--- src/hw/ds18b20_pkg.sv ---
// DS18B20 controller shared timing, command and register definitions
package ds18b20_pkg;

    // sequencer phases
    typedef enum logic [2:0] {
        S_IDLE,
        S_INIT,
        S_SKIP_ROM,
        S_SET_CFG,
        S_CONVERT,
        S_READ_TEMP
    } seq_state_t;

    // one-wire function commands
    typedef enum logic [7:0] {
        CMD_SKIP_ROM      = 8'hCC,
        CMD_WRITE_SCRATCH = 8'h4E,
        CMD_CONVERT_T     = 8'h44,
        CMD_READ_SCRATCH  = 8'hBE
    } rom_cmd_t;

    // 0 = 12 bit, 1 = 9 bit, 2 = 10 bit, 3 = 11 bit
    typedef logic [1:0] res_code_t;

    // timing at 10 MHz, 10 cycles per microsecond
    localparam int RESET_LOW_CYC = 5000; // 500 us reset pulse
    localparam int SLOT_CYC      = 800;  // 80 us bit slot
    localparam int WR1_LOW_CYC   = 70;   // write-1 low time
    localparam int WR0_LOW_CYC   = 700;  // write-0 low time
    localparam int RD_LOW_CYC    = 30;   // read slot start pulse
    localparam int RD_SAMPLE_CYC = 120;  // read sample point
    localparam int SLOT_W        = 13;   // fits the reset window

    // scratchpad alarm thresholds
    localparam logic [7:0] ALARM_HIGH = 8'h28;
    localparam logic [7:0] ALARM_LOW  = 8'hF6;

    // APB register map
    localparam logic [3:0] REG_CTRL   = 4'h0;
    localparam logic [3:0] REG_STATUS = 4'h4;
    localparam logic [3:0] REG_TEMP   = 4'h8;

endpackage

--- src/hw/ds18b20_apb_regs.sv ---
// APB register block with resolution control, status and temperature
`timescale 1ns/1ps

module ds18b20_apb_regs (
    input  logic                   clk,
    input  logic                   rst_n,
    input  logic                   psel,
    input  logic                   penable,
    input  logic                   pwrite,
    input  logic [3:0]             paddr,
    input  logic [31:0]            pwdata,
    output logic [31:0]            prdata,
    output logic                   pready,
    output logic                   pslverr,
    output logic                   cfg_req,
    output ds18b20_pkg::res_code_t res_code,
    input  logic                   temp_done,
    input  logic [15:0]            temp_data,
    input  logic                   presence_fault
);
    import ds18b20_pkg::*;

    logic      access;
    logic      addr_ok;
    logic      temp_rd;
    logic      data_valid;
    res_code_t res_last; // code in effect at the last completed read
    logic [15:0] temp_reg;

    assign access  = psel && penable;
    assign addr_ok = (paddr == REG_CTRL) || (paddr == REG_STATUS) || (paddr == REG_TEMP);
    assign pready  = 1'b1;                          // zero-wait slave
    assign pslverr = access && !addr_ok;
    assign cfg_req = access && pwrite && (paddr == REG_CTRL);
    assign temp_rd = access && !pwrite && (paddr == REG_TEMP);

    always_comb begin
        prdata = 32'h0;
        if (psel && !pwrite) begin
            case (paddr)
                REG_CTRL:   prdata = {30'h0, res_code};
                REG_STATUS: prdata = {28'h0, res_last, data_valid, presence_fault};
                REG_TEMP:   prdata = {16'h0, temp_reg};
                default:    prdata = 32'h0;
            endcase
        end
    end

    always_ff @(posedge clk or negedge rst_n) begin
        if (!rst_n) begin
            res_code   <= 2'd0; // 12 bit, the sensor power-up default
            res_last   <= 2'd0;
            data_valid <= 1'b0;
            temp_reg   <= 16'h0;
        end else begin
            if (cfg_req) begin
                res_code <= pwdata[1:0];
            end
            if (temp_done) begin
                temp_reg   <= temp_data;
                res_last   <= res_code;
                data_valid <= 1'b1; // new sample wins over a same-cycle read
            end else if (temp_rd) begin
                data_valid <= 1'b0;
            end
        end
    end

endmodule

--- src/hw/ds18b20_ctrl_top.sv ---
// DS18B20 one-wire temperature controller top with APB register port
`timescale 1ns/1ps

module ds18b20_ctrl_top #(
    parameter int CONV_PERIOD = 8_000_000
) (
    input  logic        clk,
    input  logic        rst_n,
    input  logic        psel,
    input  logic        penable,
    input  logic        pwrite,
    input  logic [3:0]  paddr,
    input  logic [31:0] pwdata,
    output logic [31:0] prdata,
    output logic        pready,
    output logic        pslverr,
    input  logic        dq_in,
    output logic        dq_oe
);
    import ds18b20_pkg::*;

    logic              cfg_req;
    res_code_t         res_code;
    logic              temp_done;
    logic [15:0]       temp_data;
    logic              presence_fault;
    seq_state_t        state;
    logic              rx_phase;
    logic [SLOT_W-1:0] slot_cnt;
    logic [2:0]        bit_cnt;
    logic [1:0]        byte_cnt;
    logic              byte_end;
    logic              tx_bit;
    logic              line_sample;
    logic [15:0]       rx_word;

    ds18b20_apb_regs u_regs (
        .clk, .rst_n, .psel, .penable, .pwrite, .paddr, .pwdata, .prdata,
        .pready, .pslverr, .cfg_req, .res_code, .temp_done, .temp_data,
        .presence_fault
    );

    ds18b20_sequencer #(.CONV_PERIOD(CONV_PERIOD)) u_seq (
        .clk, .rst_n, .cfg_req, .res_code, .byte_end, .byte_cnt, .bit_cnt,
        .line_sample, .rx_word, .state, .rx_phase, .tx_bit, .temp_done,
        .temp_data, .presence_fault
    );

    onewire_slot_timer u_timer (
        .clk, .rst_n, .state, .rx_phase, .slot_cnt, .bit_cnt, .byte_cnt, .byte_end
    );

    onewire_bit_io u_bit_io (
        .clk, .rst_n, .state, .rx_phase, .slot_cnt, .bit_cnt, .byte_cnt, .tx_bit,
        .dq_in, .dq_oe, .line_sample, .rx_word
    );

endmodule

--- src/hw/ds18b20_sequencer.sv ---
// DS18B20 transaction sequencer, request flags and transmit byte selection
`timescale 1ns/1ps

module ds18b20_sequencer #(
    parameter int CONV_PERIOD = 8_000_000
) (
    input  logic                    clk,
    input  logic                    rst_n,
    input  logic                    cfg_req,
    input  ds18b20_pkg::res_code_t  res_code,
    input  logic                    byte_end,
    input  logic [1:0]              byte_cnt,
    input  logic [2:0]              bit_cnt,
    input  logic                    line_sample,
    input  logic [15:0]             rx_word,
    output ds18b20_pkg::seq_state_t state,
    output logic                    rx_phase,
    output logic                    tx_bit,
    output logic                    temp_done,
    output logic [15:0]             temp_data,
    output logic                    presence_fault
);
    import ds18b20_pkg::*;

    localparam int PER_W = (CONV_PERIOD > 1) ? $clog2(CONV_PERIOD) : 1;

    logic [PER_W-1:0] period_cnt;
    logic             period_end;
    logic             flag_set;
    logic             flag_convert;
    logic             flag_read;
    rom_cmd_t         pass_cmd; // function command of the current pass
    logic [7:0]       send_byte;
    logic             set_done;
    logic             conv_done;
    logic             read_done;

    function automatic logic [7:0] cfg_byte(input res_code_t code);
        case (code)
            2'd1:    cfg_byte = 8'h1F; // 9 bit
            2'd2:    cfg_byte = 8'h3F; // 10 bit
            2'd3:    cfg_byte = 8'h5F; // 11 bit
            default: cfg_byte = 8'h7F; // 12 bit
        endcase
    endfunction

    assign period_end = (period_cnt == PER_W'(CONV_PERIOD - 1));
    assign set_done   = (state == S_SET_CFG) && byte_end;
    assign conv_done  = (state == S_CONVERT) && rx_phase && byte_end && line_sample;
    assign read_done  = (state == S_READ_TEMP) && rx_phase && byte_end;

    always_ff @(posedge clk or negedge rst_n) begin
        if (!rst_n) begin
            period_cnt   <= '0;
            flag_set     <= 1'b0;
            flag_convert <= 1'b0;
            flag_read    <= 1'b0;
        end else begin
            period_cnt <= period_end ? '0 : period_cnt + 1'b1;
            if (cfg_req) begin
                flag_set <= 1'b1;
            end else if (set_done) begin
                flag_set <= 1'b0;
            end
            if (period_end) begin
                flag_convert <= 1'b1;
            end else if (conv_done) begin
                flag_convert <= 1'b0;
            end
            if (conv_done) begin
                flag_read <= 1'b1;     // conversion finished, fetch result
            end else if (read_done) begin
                flag_read <= 1'b0;
            end
        end
    end

    always_comb begin
        case (state)
            S_SKIP_ROM:  send_byte = CMD_SKIP_ROM;
            S_SET_CFG: begin
                case (byte_cnt)
                    2'd0:    send_byte = CMD_WRITE_SCRATCH;
                    2'd1:    send_byte = ALARM_HIGH;
                    2'd2:    send_byte = ALARM_LOW;
                    default: send_byte = cfg_byte(res_code);
                endcase
            end
            S_CONVERT:   send_byte = CMD_CONVERT_T;
            S_READ_TEMP: send_byte = CMD_READ_SCRATCH;
            default:     send_byte = 8'h00;
        endcase
    end

    assign tx_bit = send_byte[bit_cnt]; // LSB first

    always_ff @(posedge clk or negedge rst_n) begin
        if (!rst_n) begin
            state          <= S_IDLE;
            rx_phase       <= 1'b0;
            pass_cmd       <= CMD_CONVERT_T;
            temp_done      <= 1'b0;
            presence_fault <= 1'b0;
        end else begin
            temp_done <= read_done;
            case (state)
                S_IDLE: begin
                    if (flag_set || flag_read || flag_convert) begin
                        state <= S_INIT;
                        // configuration first, then a pending read, then a new conversion
                        if (flag_set) begin
                            pass_cmd <= CMD_WRITE_SCRATCH;
                        end else if (flag_read) begin
                            pass_cmd <= CMD_READ_SCRATCH;
                        end else begin
                            pass_cmd <= CMD_CONVERT_T;
                        end
                    end
                end
                S_INIT: begin
                    if (byte_end) begin
                        rx_phase <= !rx_phase;
                        if (rx_phase && !line_sample) begin
                            state <= S_SKIP_ROM;
                        end else if (rx_phase) begin
                            state          <= S_IDLE; // no presence pulse, retry later
                            presence_fault <= 1'b1;
                        end
                    end
                end
                S_SKIP_ROM: begin
                    if (byte_end) begin
                        case (pass_cmd)
                            CMD_WRITE_SCRATCH: state <= S_SET_CFG;
                            CMD_READ_SCRATCH:  state <= S_READ_TEMP;
                            default:           state <= S_CONVERT;
                        endcase
                    end
                end
                S_SET_CFG: begin
                    if (byte_end) begin
                        state <= S_IDLE;
                    end
                end
                default: begin // convert and read, command byte then read slots
                    if (byte_end && !rx_phase) begin
                        rx_phase <= 1'b1;
                    end else if (conv_done || read_done) begin
                        rx_phase <= 1'b0;
                        state    <= S_IDLE;
                    end
                end
            endcase
        end
    end

    always_ff @(posedge clk) begin
        if (read_done) begin
            temp_data <= rx_word;
        end
    end

endmodule

--- src/hw/onewire_bit_io.sv ---
// one-wire bit level driver and sampler for reset, write and read slots
`timescale 1ns/1ps

module onewire_bit_io (
    input  logic                           clk,
    input  logic                           rst_n,
    input  ds18b20_pkg::seq_state_t        state,
    input  logic                           rx_phase,
    input  logic [ds18b20_pkg::SLOT_W-1:0] slot_cnt,
    input  logic [2:0]                     bit_cnt,
    input  logic [1:0]                     byte_cnt,
    input  logic                           tx_bit,
    input  logic                           dq_in,
    output logic                           dq_oe,
    output logic                           line_sample,
    output logic [15:0]                    rx_word
);
    import ds18b20_pkg::*;

    logic       drive_low;
    logic       sample_pt;
    logic [3:0] rx_idx;

    always_comb begin
        case (state)
            S_IDLE:  drive_low = 1'b0;
            S_INIT:  drive_low = !rx_phase; // reset pulse, then released for presence
            default: begin
                if (rx_phase) begin
                    drive_low = slot_cnt < SLOT_W'(RD_LOW_CYC);
                end else if (tx_bit) begin
                    drive_low = slot_cnt < SLOT_W'(WR1_LOW_CYC);
                end else begin
                    drive_low = slot_cnt < SLOT_W'(WR0_LOW_CYC);
                end
            end
        endcase
    end

    assign sample_pt = rx_phase && (slot_cnt == SLOT_W'(RD_SAMPLE_CYC));
    assign rx_idx    = {byte_cnt[0], bit_cnt}; // byte_cnt * 8 + bit_cnt

    always_ff @(posedge clk or negedge rst_n) begin
        if (!rst_n) begin
            dq_oe       <= 1'b0;
            line_sample <= 1'b1;
        end else begin
            dq_oe <= drive_low;
            if (state == S_INIT && rx_phase) begin
                // presence window, any low after the line settles counts
                if (slot_cnt == '0) begin
                    line_sample <= 1'b1;
                end else if (slot_cnt > SLOT_W'(RD_SAMPLE_CYC) && !dq_in) begin
                    line_sample <= 1'b0;
                end
            end else if (sample_pt) begin
                line_sample <= dq_in; // busy poll or data bit
            end
        end
    end

    always_ff @(posedge clk) begin
        if (state == S_READ_TEMP && sample_pt) begin
            rx_word[rx_idx] <= dq_in; // LSB first
        end
    end

endmodule

--- src/hw/onewire_slot_timer.sv ---
// one-wire slot timer, chained slot, bit and byte counters with phase limits
`timescale 1ns/1ps

module onewire_slot_timer (
    input  logic                          clk,
    input  logic                          rst_n,
    input  ds18b20_pkg::seq_state_t       state,
    input  logic                          rx_phase,
    output logic [ds18b20_pkg::SLOT_W-1:0] slot_cnt,
    output logic [2:0]                    bit_cnt,
    output logic [1:0]                    byte_cnt,
    output logic                          byte_end
);
    import ds18b20_pkg::*;

    logic [SLOT_W-1:0] slot_last;
    logic [2:0]        bit_last;
    logic [1:0]        byte_last;
    logic              counting;
    logic              slot_end;
    logic              bit_end;

    always_comb begin
        slot_last = SLOT_W'(SLOT_CYC - 1);
        bit_last  = 3'd7;
        byte_last = 2'd0;
        case (state)
            S_INIT:      begin
                slot_last = SLOT_W'(RESET_LOW_CYC - 1); // one long slot per half
                bit_last  = 3'd0;
            end
            S_SET_CFG:   byte_last = 2'd3;              // 4E, TH, TL, config
            S_CONVERT:   bit_last  = rx_phase ? 3'd0 : 3'd7; // single poll slots
            S_READ_TEMP: byte_last = rx_phase ? 2'd1 : 2'd0; // LSB and MSB
            S_IDLE:      begin
                slot_last = '0;
                bit_last  = 3'd0;
            end
            default:     ;
        endcase
    end

    assign counting = (state != S_IDLE);
    assign slot_end = counting && (slot_cnt == slot_last);
    assign bit_end  = slot_end && (bit_cnt == bit_last);
    assign byte_end = bit_end && (byte_cnt == byte_last); // last cycle of the phase

    always_ff @(posedge clk or negedge rst_n) begin
        if (!rst_n) begin
            slot_cnt <= '0;
            bit_cnt  <= 3'd0;
            byte_cnt <= 2'd0;
        end else if (!counting) begin
            slot_cnt <= '0;
            bit_cnt  <= 3'd0;
            byte_cnt <= 2'd0;
        end else begin
            slot_cnt <= slot_end ? '0 : slot_cnt + 1'b1;
            if (slot_end) begin
                bit_cnt <= bit_end ? 3'd0 : bit_cnt + 3'd1;
            end
            if (bit_end) begin
                byte_cnt <= byte_end ? 2'd0 : byte_cnt + 2'd1;
            end
        end
    end

endmodule

--- config.mk ---
export PLATFORM = sky130hd
export DESIGN_NAME = ds18b20_ctrl_top
export DESIGN_NICKNAME = d
export VERILOG_FILES = /design/src/hw/ds18b20_pkg.sv /design/src/hw/ds18b20_apb_regs.sv /design/src/hw/ds18b20_ctrl_top.sv /design/src/hw/ds18b20_sequencer.sv /design/src/hw/onewire_bit_io.sv /design/src/hw/onewire_slot_timer.sv
export SDC_FILE = /design/constraint.sdc
export NUM_CORES = 1
export LEC_CHECK = 0
export BUFFER_PORTS_ARGS = -buffer_cell sky130_fd_sc_hd__buf_2
export CAP_MARGIN = 5
export CORE_ASPECT_RATIO = 1.1
export CORE_MARGIN = 5
export CORE_UTILIZATION = 40
export DETAILED_ROUTE_END_ITERATION = 16
export PLACE_DENSITY = 0.58
export SLEW_MARGIN = 5
export SYNTH_ARGS = -nofsm -noshare
export SYNTH_HDL_FRONTEND = slang
export SYNTH_SLANG_ARGS = --single-unit
--- constraint.sdc ---
create_clock -name clk -period 2.7 [get_ports clk]
set_input_delay 0.54 -clock clk [delete_from_list [all_inputs] [get_ports clk]]
set_output_delay 0.54 -clock clk [all_outputs]
set_load 0.05 [all_outputs]
==> results.yml <==
final_layout:
  diodes: 0
  regMostFlops: "u_seq.period_cnt"
  final_net_count: 611
  drive_gt1_share_pct: 16.96
  area_growth_syn_to_layout_pct: 11.43
  largest_reg_flops: 23
hold_path:
  hold_class: "in -> async"
power:
  clock_power_share_pct: 41.1
  seqPwrFrac_pct: 55.0
  peakVddDrop_mv: 0.2764
  swShare_pct: 22.92
  power_leakage_uw: 0.002600
  power_frac_comb_pct: 3.8
  p_int_uw: 2364
  power.density_nw_per_um2: 498.9
  p_sw_uw: 703.0
clock_network:
  root_buffer: "clkbuf_16"
  post_cts_buffers: 0
  h-tree-depth: 3
  cts_num_sinks: 108
  clk_path_buf_depth: 2
  cts-buffers-inserted: 9
  cts_tree: "built"
  clk_pin_slew_ps: 70
  clk_latency_ps: 350
  post_cts_resized: 0
  holdBufCountCts: 0
grt:
  gr-total-overflow: 0
  grt_max_degree: 42
  grt_pass1_wl_um: 18070
  grtUsageTotal_pct: 13.85
  antenna_found_initial: 0
  grt_pass1_vias: 3686
synth:
  synth_edf_count: 32
  synth_seq_cells: 108
  synth_area_sq_um: 5518
  synthCells: 521
  yosys_warnings: 0
  synthArstFlopShare_pct: 70.37
  synthDistinctLibCells: 62
  synth_seq_area_share_pct: 51.93
  syn_avg_cell_area_sq_um: 10.59
  synth_flop_cell: "dfrtp_1"
worst_setup_path:
  worst_setup_path_start_kind: "register"
  cp.required_ps: 2800
  crit_top_cell: "buf_4"
  path_cells: "buf_4 -> nand2b_1 -> o22ai_1 -> a311oi_1 -> nor4_2 -> and3_1 -> buf_4"
  cp_max_fo: 17
  reg2reg_slack_ps: 300
  crit_path_end_kind: "register"
  rr_startpoint: "u_seq.state[1]$_DFFE_PN0P_"
  cp_top_family: "compound AO/OA/AOI/OAI gates"
  worst-setup-path-type: "reg -> reg"
  cp_num_buf_inv: 2
  cp.arrival_ps: 2500
  slowest_stage: "a311oi_1"
  crit_start: "u_seq.state[1]$_DFFE_PN0P_"
  slowest_delay_ps: 690
sta:
  post-route-min-period_ps: 2404
  relSlewSlack_pct: 48.08
  finalHoldViolCount: 0
  fin_tns_setup_ps: 0
  fin_skew_ps: 7.395
  rsz0062_at_grt: "false"
  final.setup.worst_slack_ps: 296.0
  fmax_ghz: 0.4160
  fin_crit_sh_pct: 89.04
  max_slew.worst_pin.slew_ps: 773.5
  drv_slew: 0
  setup_viol: 0
route:
  routed_wl_um: 10740
  drc_errors: 0
  dr.pass1.iters: 4
  wl_per_cell_um: 14.35
  first_iter_violations: 217
  drt-vias-per-instance: 5.158
  ant_nets: 0
  vias: 3858
floorplan:
  die_w_um: 122.0
  fp.dieH_um: 133.2
  die_area_sq_um: 16250
  core_sq_um: 13680
  initial_utilization_pct: 40.33
  ios: 77
  rows: 45
place:
  port_buffers: 29
  hpwl_um: 7661
  globalplace.congestion: 0.8408
  pre_cts_slack_ps: 360.0
outcome:
  status: "finished, final reports clean"
flow_run:
  cap_violations: 0
[metal layers]
layer	vias up	part of all wire, %	global-route usage [%]
li1	1883	-	-
met1	1882	46	18.20
met2	77	48	22.08
met3	16	3.6	2.463
met4	0	2.5	6.725
met5	-	0	0
[cell families (layout without fill, tap and decap cells)]
family / count (synthesis) / count (layout) / synth area share [%]
and+or+nand+nor: 213 / 213 / 19.77
DFF: 108 / 108 / 51.93
AOI/OAI and AO/OA: 63 / 63 / 8.504
buffers and inverters: 60 / 84 / 5.737
xor gates and xnor gates: 34 / 34 / 5.397
muxes: 27 / 27 / 5.352
adders and majority gates: 14 / 14 / 3.175
other: 2 / 17 / 0.1361
[cells in the mapped netlist (11+ instances only)]
cell type,number,area (sq um)
nor2_1,64,240.2
nand3_1,16,80.08
inv_1,19,71.32
nor4_1,13,81.33
nor3_1,16,80.08
xor2_1,16,140.1
clkbuf_1,15,56.30
dfrtp_1,74,1852
a21oi_1,15,75.07
mux2_2,20,225.2
ha_1,14,175.2
and2_1,13,81.33
xnor2_1,18,157.7
edfxtp_1,32,960.9
nand2_1,36,135.1
buf_4,17,127.6
nand4_1,11,68.82
[path summary, 6_finish.rpt]
check / depth (start not counted) / endpoint
max in group asynchronous: 2 / u_seq.period_cnt[3]$_DFF_PN0_
worst max-delay path: 7 / u_seq.temp_data[7]$_DFFE_PP_
worst min register to register: 0 / u_seq.temp_data[11]$_DFFE_PP_
worst max register to register: 7 / u_seq.temp_data[7]$_DFFE_PP_
min in group clk: 0 / u_seq.temp_data[11]$_DFFE_PP_
worst min-delay path: 1 / u_seq.pass_cmd[3]$_DFFE_PN0P_
[stage by stage]
step                      utilization, %  hold slack [ps]  area, sq um  instances  power (uW)
after detailed placement           42.86            404.5         5864        732        1841
after floorplan                        -            244.4         5574        536        1811
after CTS                          44.94            188.5         6148        748        3113
after global routing               44.94            219.3         6148        748        3199
final                              44.94            168.0         6148        748        3067
after global placement             42.86            404.9         5864        732        1840
[layout make-up]
class	instances	area [sq um]
well taps	188	235.2
flip-flops and latches	108	2865
clock inverters	5	41.29
inverters	20	75.07
fillers	1303	7533
repair buffers	48	290.3
multi-input cells	368	2399
clock buffers	11	242.7
[power by group through the flow]
stage | logic [uW] | registers, uW | clock network [uW]
2_1_floorplan | 91.1 | 1720 | 0
3_3_place_gp | 118 | 1720 | 0
3_5_place_dp | 120 | 1720 | 0
4_1_cts | 120 | 1690 | 1310
5_1_grt | 129 | 1690 | 1380
6_report | 117 | 1690 | 1260
[cell usage in the layout (no fill, tap or decap), drive strengths merged, types with 14 or more instances in the layout]
cell,count
inv,22
nor3,16
a21oi,15
buf,48
mux2,20
dfrtp,74
nand2,36
xnor2,18
nor2,64
xor2,16
nor4,14
conb,17
nand3,16
edfxtp,32
ha,14
Power figures use the tool's default switching activity.
